===== config.mk =====
export PLATFORM = sky130hd
export DESIGN_NAME = reservation_station
export DESIGN_NICKNAME = d
export VERILOG_FILES = /design/src/rtl/isa_pkg.sv /design/src/rtl/rs_pkg.sv /design/src/rtl/rs_row_if.sv /design/src/rtl/reservation_station.sv /design/src/rtl/rs_issue_select.sv /design/src/rtl/rs_entry.sv /design/src/rtl/rs_dispatch.sv
export VERILOG_INCLUDE_DIRS = /design/src /design/src/include
export SDC_FILE = /design/constraint.sdc
export NUM_CORES = 1
export LEC_CHECK = 0
export ABC_AREA = 1
export BUFFER_PORTS_ARGS = -buffer_cell sky130_fd_sc_hd__buf_2
export CORE_ASPECT_RATIO = 0.8
export CORE_UTILIZATION = 31
export DETAILED_ROUTE_END_ITERATION = 10
export GPL_ROUTABILITY_DRIVEN = 0
export SYNTH_ARGS = -nofsm -noshare
export SYNTH_HDL_FRONTEND = slang
export SYNTH_SLANG_ARGS = --single-unit

===== constraint.sdc =====
create_clock -name clock -period 3.1 [get_ports clock]
set_input_delay 0.155 -clock clock [delete_from_list [all_inputs] [get_ports clock]]
set_output_delay 0.155 -clock clock [all_outputs]
set_load 0.05 [all_outputs]

===== src/include/rs_config.svh =====
/*
 * Sizing macros for the reservation station.
 * Included by the packages, the row interface and the RTL that needs them.
 */

`ifndef RS_CONFIG_SVH
`define RS_CONFIG_SVH

// Number of station rows
`define RS_SIZE 8

// Functional unit classes, one issue slot each
`define NUM_FU 3

// Physical register tag width
`define PREG_BITS 6

`endif

===== src/rtl/isa_pkg.sv =====
/*
 * Instruction-level types shared by rename, the station and the units.
 * Referenced by scoped name from the station packages and modules.
 */

`default_nettype none

`include "rs_config.svh"

package isa_pkg;

	// Functional unit class, value doubles as issue slot index
	typedef enum logic [1:0] {
		ALU  = 2'd0,
		MULT = 2'd1,
		MEM  = 2'd2
	} fu_class_t;

	// Opcode is opaque to the station
	typedef logic [7:0] opcode_t;

	// Physical register tag
	typedef logic [`PREG_BITS-1:0] preg_t;

endpackage

`default_nettype wire


===== src/rtl/rs_pkg.sv =====
/*
 * Reservation station records for dispatch and issue.
 * Builds on the instruction-level types of isa_pkg.
 */

`default_nettype none

package rs_pkg;

	// Renamed instruction as handed over by dispatch
	typedef struct packed {
		isa_pkg::fu_class_t fu;
		isa_pkg::opcode_t   opcode;
		isa_pkg::preg_t     dest;
		isa_pkg::preg_t     src1;
		isa_pkg::preg_t     src2;
		logic               src1_ready;
		logic               src2_ready;
	} dispatch_t;

	// Contents of one issue slot, class is implied by the slot
	typedef struct packed {
		isa_pkg::opcode_t opcode;
		isa_pkg::preg_t   dest;
		isa_pkg::preg_t   src1;
		isa_pkg::preg_t   src2;
	} issue_t;

endpackage

`default_nettype wire


===== src/rtl/rs_row_if.sv =====
/*
 * Per-row vectors of the reservation station.
 * Links the free-row allocator, the entries and the issue selector.
 */

`timescale 1ns/10ps
`default_nettype none

`include "rs_config.svh"

interface rs_row_if;

	// One-hot dispatch write, from the allocator
	logic [`RS_SIZE-1:0] write;
	// Issue grants, at most one row per class
	logic [`RS_SIZE-1:0] grant;
	// Row state, each bit driven by its own entry
	wire [`RS_SIZE-1:0] busy;
	wire [`RS_SIZE-1:0] ready;
	// Class and payload of every row
	isa_pkg::fu_class_t fu [`RS_SIZE];
	rs_pkg::issue_t row [`RS_SIZE];

	modport alloc (input busy, output write);
	modport select (input ready, fu, row, output grant);
	// Entry side of the bundle
	modport rows (input write, grant, output busy, ready, fu, row);

endinterface

`default_nettype wire


===== src/rtl/reservation_station.sv =====
/*
 * Reservation station top level.
 * Takes renamed instructions and CDB broadcasts, issues ready
 * instructions on one slot per unit class.
 */

`timescale 1ns/10ps
`default_nettype none

`include "rs_config.svh"

module reservation_station (
	input  logic               clock,
	input  logic               reset,
	input  logic               dispatch_valid,
	input  rs_pkg::dispatch_t  dispatch_in,
	input  logic               cdb_valid,
	input  isa_pkg::preg_t     cdb_tag,
	input  logic               mem_stall,
	output logic [`NUM_FU-1:0] issue_valid,
	output rs_pkg::issue_t     issue_slot [`NUM_FU],
	output logic               rs_full
);

	// Per-row vectors shared by the three blocks
	rs_row_if row_bus ();

	// Lowest free row and full flag
	rs_dispatch dispatch_i (
		.dispatch_valid (dispatch_valid),
		.rs_full        (rs_full),
		.rows           (row_bus.alloc)
	);

	// ----------------------------------------------------------------------
	// Station rows
	// ----------------------------------------------------------------------

	for (genvar i = 0; i < `RS_SIZE; i++) begin : g_entry
		rs_entry entry_i (
			.clock       (clock),
			.reset       (reset),
			.write       (row_bus.write[i]),
			.dispatch_in (dispatch_in),
			.cdb_valid   (cdb_valid),
			.cdb_tag     (cdb_tag),
			.grant       (row_bus.grant[i]),
			.busy        (row_bus.busy[i]),
			.ready       (row_bus.ready[i]),
			.fu          (row_bus.fu[i]),
			.row         (row_bus.row[i])
		);
	end

	// Per-class pick and issue registers
	rs_issue_select issue_select_i (
		.clock       (clock),
		.reset       (reset),
		.mem_stall   (mem_stall),
		.rows        (row_bus.select),
		.issue_valid (issue_valid),
		.issue_slot  (issue_slot)
	);

endmodule

`default_nettype wire


===== src/rtl/rs_issue_select.sv =====
/*
 * Issue selector of the reservation station.
 * Grants the lowest ready row of each unit class and registers the chosen
 * rows into one issue slot per class. MEM issue is held off by mem_stall.
 */

`timescale 1ns/10ps
`default_nettype none

`include "rs_config.svh"

module rs_issue_select (
	input  logic               clock,
	input  logic               reset,
	input  logic               mem_stall,
	rs_row_if.select           rows,
	output logic [`NUM_FU-1:0] issue_valid,
	output rs_pkg::issue_t     issue_slot [`NUM_FU]
);

	// Ready rows split by class
	logic [`RS_SIZE-1:0] request [`NUM_FU];
	// Lowest requesting row per class, one-hot
	logic [`RS_SIZE-1:0] pick [`NUM_FU];
	// Chosen row contents ahead of the slot registers
	rs_pkg::issue_t slot_next [`NUM_FU];

	// ----------------------------------------------------------------------
	// Request vectors
	// ----------------------------------------------------------------------

	always_comb begin
		for (int c = 0; c < `NUM_FU; c++) begin
			for (int i = 0; i < `RS_SIZE; i++) begin
				request[c][i] = rows.ready[i] && (rows.fu[i] == isa_pkg::fu_class_t'(c));
			end
		end
		// Memory back-pressure, other classes keep going
		if (mem_stall) begin
			request[int'(isa_pkg::MEM)] = '0;
		end
	end

	// ----------------------------------------------------------------------
	// Per-class pick, grants and slot mux
	// ----------------------------------------------------------------------

	always_comb begin
		rows.grant = '0;
		for (int c = 0; c < `NUM_FU; c++) begin
			// Lower rows win
			pick[c] = request[c] & (~request[c] + 1'b1);
			rows.grant = rows.grant | pick[c];
			slot_next[c] = '0;
			for (int i = 0; i < `RS_SIZE; i++) begin
				if (pick[c][i]) begin
					slot_next[c] = rows.row[i];
				end
			end
		end
	end

	// ----------------------------------------------------------------------
	// Issue registers
	// ----------------------------------------------------------------------

	always_ff @(posedge clock) begin
		if (reset) begin
			issue_valid <= '0;
		end else begin
			for (int c = 0; c < `NUM_FU; c++) begin
				issue_valid[c] <= |pick[c];
			end
		end
	end

	// Slot contents only load on a grant
	always_ff @(posedge clock) begin
		for (int c = 0; c < `NUM_FU; c++) begin
			if (|pick[c]) begin
				issue_slot[c] <= slot_next[c];
			end
		end
	end

endmodule

`default_nettype wire


===== src/rtl/rs_entry.sv =====
/*
 * One reservation station row.
 * Holds a renamed instruction, snoops the CDB for its source tags and
 * reports itself ready once both sources are available.
 */

`timescale 1ns/10ps
`default_nettype none

module rs_entry (
	input  logic               clock,
	input  logic               reset,
	input  logic               write,
	input  rs_pkg::dispatch_t  dispatch_in,
	input  logic               cdb_valid,
	input  isa_pkg::preg_t     cdb_tag,
	input  logic               grant,
	output logic               busy,
	output logic               ready,
	output isa_pkg::fu_class_t fu,
	output rs_pkg::issue_t     row
);

	// Stored instruction
	rs_pkg::dispatch_t entry;
	// Source readiness
	logic src1_ok;
	logic src2_ok;
	// CDB hits against the incoming record
	logic hit1_in;
	logic hit2_in;
	// CDB hits against the stored record
	logic hit1;
	logic hit2;

	// ----------------------------------------------------------------------
	// Tag compare
	// ----------------------------------------------------------------------

	// Same-cycle broadcast at dispatch must not be missed
	assign hit1_in = cdb_valid && (cdb_tag == dispatch_in.src1);
	assign hit2_in = cdb_valid && (cdb_tag == dispatch_in.src2);
	assign hit1 = cdb_valid && (cdb_tag == entry.src1);
	assign hit2 = cdb_valid && (cdb_tag == entry.src2);

	// ----------------------------------------------------------------------
	// Row state
	// ----------------------------------------------------------------------

	always_ff @(posedge clock) begin
		if (reset) begin
			busy <= 1'b0;
			src1_ok <= 1'b0;
			src2_ok <= 1'b0;
		end else if (write) begin
			busy <= 1'b1;
			src1_ok <= dispatch_in.src1_ready | hit1_in;
			src2_ok <= dispatch_in.src2_ready | hit2_in;
		end else begin
			// Granted row is free from the next cycle
			if (grant) begin
				busy <= 1'b0;
			end
			// Wakeup only while occupied
			if (busy) begin
				src1_ok <= src1_ok | hit1;
				src2_ok <= src2_ok | hit2;
			end
		end
	end

	// Payload
	always_ff @(posedge clock) begin
		if (write) begin
			entry <= dispatch_in;
		end
	end

	assign ready = busy && src1_ok && src2_ok;
	assign fu = entry.fu;
	assign row = '{opcode: entry.opcode, dest: entry.dest, src1: entry.src1, src2: entry.src2};

endmodule

`default_nettype wire


===== src/rtl/rs_dispatch.sv =====
/*
 * Free-row allocator of the reservation station.
 * Steers a dispatch strobe to the lowest idle row and flags a full station.
 */

`timescale 1ns/10ps
`default_nettype none

`include "rs_config.svh"

module rs_dispatch (
	input  logic        dispatch_valid,
	output logic        rs_full,
	rs_row_if.alloc     rows
);

	// ----------------------------------------------------------------------
	// Free row search
	// ----------------------------------------------------------------------

	// Idle rows, one bit each
	logic [`RS_SIZE-1:0] free_rows;
	// Lowest idle row as a one-hot vector
	logic [`RS_SIZE-1:0] free_pick;

	assign free_rows = ~rows.busy;

	// Two's complement trick isolates the lowest set bit
	assign free_pick = free_rows & (~free_rows + 1'b1);

	// ----------------------------------------------------------------------
	// Write strobe and full flag
	// ----------------------------------------------------------------------

	// No free row means free_pick is zero and the dispatch is dropped
	always_comb begin
		rows.write = '0;
		if (dispatch_valid) begin
			rows.write = free_pick;
		end
	end

	// Full is simply every row busy
	// A row granted this cycle still counts until the next edge
	assign rs_full = &rows.busy;

endmodule

`default_nettype wire


# Word level (Yosys, flattened, before mapping)
# Index checks and enable logic that the tools add are counted.
# totals
wordCells	304
output_inout_bits	82
input_bits	41
regBits	329
# classes
n_mux	74
n_reduce_logical	86
n_addsub	4
bitwise_logic	29
n_eq_ne	34
# ops
cell	count
two-way mux 26 bit	24
equality test 6 bit	18
logical AND 1 bit	58
two-way mux 1 bit	48
inverter 8 bit	5
adder 8 x 1 -> 8 bit (second input constant)	4
bitwise AND 8 bit	4
nonzero test 2 bit	16
OR reduction 8 bit	3
OR 1 bit	18
equality test 2 x 1 -> 1 bit (second input constant)	8
equality test 2 bit (second input constant)	8
logical NOT 2 bit	8
two-way mux 8 bit	2
OR 8 bit	2
AND reduction 8 bit	1

# Depth between registers and ports, before layout
# logic_depth
ltp_word	15
mapped_depth	12
ltp_nobuf	11

# By module
# A second synthesis with hierarchy kept.
# hier_totals
cells_unflattened	2553
area_unflattened_um2	19740.2
# by_module_without_submodules
module	cells_each	seq_area_each_um2	area_each_um2	n_inst
rs_entry	144	900.9	1388.8	8
rs_issue_select	1376	2402.3	8524.4	1
rs_dispatch	25	0.0	105.1	1

# Worst setup path after synthesis
# No wires, ideal clock.
# synth_path
kind	register to register
start	register g_entry[0].entry_i.busy
end	register g_entry[3].entry_i.src2_ok
synth_period_minus_slack_ns	3.271
setup_time_ns	0.119
path_buffers	0
t_required_ns	2.981
path_stages_with_launch	6
arrival_time_ns	3.153
setup_slack_ns	-0.171
cell_sequence	dfxtp_1 nand2_1 nor3_1 inv_1 nor2_1 nor3_1
# synth_via
elab_chain_len	6
word_cells_on_any_way	7
classes_between	add/sub (1); mux (2); bitwise (3); reduce/logical (1)
# synth_rtl
element	line_no	text
from (decl)	rs_entry.sv:18	output logic busy,
from (signal assigned)	rs_entry.sv:52	busy <= 1'b0;
from (signal assigned)	rs_entry.sv:56	busy <= 1'b1;
from (signal assigned)	rs_entry.sv:62	busy <= 1'b0;
inverter 8 bit (*)	rs_dispatch.sv:26	assign free_rows = ~rows.busy;
inverter 8 bit (*)	rs_dispatch.sv:29	assign free_pick = free_rows & (~free_rows + 1'b1);
adder 8 x 1 -> 8 bit (*)	rs_dispatch.sv:29	
bitwise AND 8 bit (*)	rs_dispatch.sv:29	
two-way mux 8 bit (*)	rs_dispatch.sv:38	if (dispatch_valid) begin
named net g_entry[3].entry_i.write	rs_entry.sv:13	input logic write,
two-way mux 1 bit or nonzero test 2 bit (tied branches)	-	
to (signal assigned)	rs_entry.sv:58	src2_ok <= dispatch_in.src2_ready | hit2_in;
to (signal assigned)	rs_entry.sv:67	src2_ok <= src2_ok | hit2;
to (decl)	rs_entry.sv:28	logic src2_ok;
# Mark *: on every way through the listed nets, which the timed path passes. The rest lies on a longest branch.
# A chain may end at the register's enable or synchronous reset.

# Final worst setup path
# layout_path
start	register g_entry[0].entry_i.busy
end	output port rs_full
# layout_via
elab_chain_len	1
# layout_rtl
element	line_no	text
AND reduction 8 bit	rs_dispatch.sv:45	assign rs_full = &rows.busy;
to (decl)	reservation_station.sv:22	output logic rs_full
# Every way passes these cells.

==> flow_summary.json <==
{
  "slowest_stage": "nor4_1",
  "pwr_density_cell_nw_per_um2": 463,
  "die_w_um": 268,
  "comb_power_share_pct": 3.9,
  "start_kind": "flip-flop",
  "path_clk_slew_ns": 0.06,
  "port_buffers": 122,
  "fin_nets": 2211,
  "clkPwrFrac_pct": 44.2,
  "initial_core_util_pct": 31.6,
  "power.internal_w": 0.00735,
  "cts_setup_buffers": 0,
  "synth_edf_count": 302,
  "sequentialPowerShare_pct": 51.9,
  "grt_first_pass_wirelength_um": 100000,
  "hold_depth": 3,
  "detailed_place_hpwl_um": 45600,
  "synth_top_flop_cell": "edfxtp_1",
  "criticalPathCategory": "reg -> out",
  "ys_warn_count": 0,
  "syn_to_final_growth_pct": 16.6,
  "seq_area_um2": 9610,
  "numCtsBuffers": 35,
  "ys_seq_area_share_pct": 54.7,
  "syn_area_per_cell_um2": 8.68,
  "die-area_um2": 57600,
  "max_slew_margin_pct": 30.7,
  "fill_cells": 5596,
  "p_sw_share_pct": 22.5,
  "ys_ff_latch": 329,
  "multi_input_area_um2": 6870,
  "worstHoldStart": "dispatch_valid",
  "pin_count": 123,
  "synth_cell_types": 42,
  "rsz0062_at_grt": "false",
  "dieHeight_um": 215,
  "ant_nets": 0,
  "finalCritPeriodShare_pct": 95.2,
  "finClkSkew_ns": 0.0203,
  "slew_viol_final": 0,
  "drt-met1-wl_um": 27800,
  "grt_pass1_vias": 15600,
  "wl_met3_um": 9870,
  "detailroute.wirelength.met2_um": 28200,
  "crit_fanout": 7,
  "core.rowCount": 77,
  "fin_tns_setup_ns": 0,
  "rr_worst_depth": 10,
  "timing.final.hold_violations": 0,
  "worst_pin_slew_ns": 1.03,
  "routed_via_density": 5.49,
  "post-route-drc-count": 0,
  "worstPathCellList": "nand4_1 > nor2_1 > inv_1 > nor4_1 > buf_2",
  "vdd_drop_max_mv": 0.360,
  "min_to": "g_entry[0].entry_i.busy$_SDFFE_PP0P_",
  "r2r_slack_ns": 0.37,
  "dp.cells": 2854,
  "layout_min_cycle_time_ns": 2.95,
  "r2r-end": "issue_select_i.issue_slot[29]$_DFFE_PP_",
  "p_switching_w": 0.00214,
  "cts_sinks": 329,
  "clock_latency_ns": 0.54,
  "fmax_ghz": 0.339,
  "ys_async_sr_fraction_pct": 0,
  "drt_iter0_drc": 2752,
  "max_stage_delay_ns": 0.73,
  "layout-drive-gt1-share_pct": 13.4,
  "grt_start_max_net_pins": 35,
  "hold_ws_ns": 0.0509,
  "cp-end-kind": "primary output",
  "grtUsageTotal_pct": 23.5,
  "hp-class": "in -> reg",
  "status": "finished, final reports clean",
  "ctsRootBufferMaster": "clkbuf_16",
  "cp.required_ns": 2.94,
  "fin_area_um2": 20500,
  "placed_area_um2": 19000,
  "rr_startpoint": "g_entry[0].entry_i.fu[1]$_DFFE_PP_",
  "syn_area_um2": 17600,
  "drv_cap": 0,
  "grt-ovfl-total": 0,
  "clock_path_buffers": 3,
  "cts_max_level": 2,
  "synthCells": 2021,
  "antenna_found_initial": 4,
  "setup_violations": 0,
  "syn-num-nets": 2062,
  "drt_first_pass_iters": 6,
  "wl_um": 68300,
  "p_leak_nw": 8.29,
  "ctsResizeCount": 0,
  "arrival_ns": 2.80,
  "dr.max_layer_used": "met5",
  "num_vias": 16200,
  "cts_tree": "built",
  "finalNonFillerCells": 2947,
  "coreArea_um2": 55600,
  "wl_per_cell_um": 23.2
}
==> worst max-delay path, delay by kind of cell, from the launching register on <==
kind / cells / cell delay (ns)
AND/OR/NAND/NOR: 3 / 1.22
flip-flops: 1 / 0.54
buffers and inverters: 2 / 0.50
==> layout make-up <==
cell class,count,share of cell area [%]
clock inverter,20,0.880
sequential,329,47.0
tap,750,4.59
multi-input combinational,1445,33.6
inverter,156,2.86
timing repair buffer,203,6.49
antenna,1,0.0122
clock buffer,43,4.63
==> per-layer routing <==
| metal | vias up | global-route usage, % |
|---|---|---|
| met3 | 186 | 7.12 |
| met4 | 4 | 8.90 |
| met2 | 1270 | 33.9 |
| li1 | 7144 | - |
| met5 | - | 0 |
| met1 | 7563 | 32.8 |
==> kinds of logic after synthesis <==
group	share of synthesized area [%]
DFF	54.7
and+or+nand+nor	33.3
xor gates and xnor gates	1.45
buffers and inverters	6.44
AOI/OAI and AO/OA	4.08
==> state kept, by name, indices dropped and copies added (netlist names) <==
register                    flops
g_entry.entry_i.busy            8
issue_select_i.issue_slot      78
g_entry.entry_i.src2_ok         8
issue_select_i.issue_valid      3
g_entry.entry_i.fu             16
g_entry.entry_i.src1_ok         8
g_entry.entry_i.row           208
==> through the flow <==
step / setup slack [ns] / power [W] / util, %
6_report: 0.149 / 0.00948 / 36.8
5_1_grt: 0.0890 / 0.00974 / 36.8
4_1_cts: 0.187 / 0.00953 / 36.8
3_5_place_dp: 0.465 / 0.00534 / 34.3
3_3_place_gp: 0.533 / 0.00533 / 34.3
2_1_floorplan: 0.540 / 0.00517 / -
==> synth_stat cells, types with 21 or more instances <==
cell type	number	area share [%]
buf_2	40	1.1
dfxtp_1	27	3.1
nor2_1	416	8.9
nand3_1	210	6.0
o21ai_0	58	1.7
edfxtp_1	302	52
nand2_1	460	9.8
inv_1	145	3.1
clkbuf_1	22	0.47
nor3_1	22	0.63
a21oi_1	21	0.60
nand4_1	119	4.2
xnor2_1	21	1.0
==> repair_timing <==
action / in CTS / in global routing
hold buffers: 29 / 0
endpoints found under the setup margin: 0 / 0
hold endpoints to repair: 225 / 0
==> cell usage in the layout (no fill, tap or decap), types with 7 or more instances in the layout <==
| master | synthesis | final |
|---|---|---|
| dlygate4sd3_1 | 0 | 29 |
| nor2_2 | 7 | 9 |
| inv_2 | 7 | 7 |
| o22ai_1 | 20 | 20 |
| buf_4 | 6 | 49 |
| o21ai_0 | 58 | 58 |
| clkbuf_16 | 0 | 36 |
| nor2_1 | 416 | 412 |
| inv_1 | 145 | 145 |
| edfxtp_1 | 302 | 302 |
| clkinv_1 | 4 | 7 |
| nand4_1 | 119 | 119 |
| nor3_1 | 22 | 19 |
| or2_2 | 7 | 7 |
| dfxtp_1 | 27 | 27 |
| nand3_1 | 210 | 210 |
| a21oi_1 | 21 | 21 |
| nand2_1 | 460 | 460 |
| buf_2 | 40 | 122 |
| o21ai_1 | 20 | 20 |
| nor2_4 | 8 | 10 |
| xnor2_1 | 21 | 21 |
| nor2_8 | 7 | 7 |
| xor2_1 | 8 | 8 |
==> worst max-delay path by stage <==
stage | to | depth (start not counted) | from | slack (ns)
finish | rs_full | 5 | g_entry[0].entry_i.busy$_SDFFE_PP0P_ | 0.15
detailed placement | issue_select_i.issue_slot[58]$_DFFE_PP_ | 7 | g_entry[0].entry_i.busy$_SDFFE_PP0P_ | 0.46
global placement | issue_select_i.issue_slot[58]$_DFFE_PP_ | 7 | g_entry[0].entry_i.busy$_SDFFE_PP0P_ | 0.53
global route | rs_full | 5 | g_entry[0].entry_i.busy$_SDFFE_PP0P_ | 0.09
CTS | rs_full | 5 | g_entry[0].entry_i.busy$_SDFFE_PP0P_ | 0.19
floorplan | g_entry[7].entry_i.fu[0]$_DFFE_PP_ | 6 | g_entry[0].entry_i.busy$_SDFFE_PP0P_ | 0.54
==> power by group through the flow <==
stage                     sequential [W]  clock [W]  combinational [W]
after floorplan                  0.00501          0           0.000162
after global placement           0.00501          0           0.000322
after detailed placement         0.00501          0           0.000328
after CTS                        0.00492    0.00425           0.000359
after global routing             0.00492    0.00443           0.000393
final                            0.00492    0.00420           0.000368
Power figures use the tool's default switching activity.
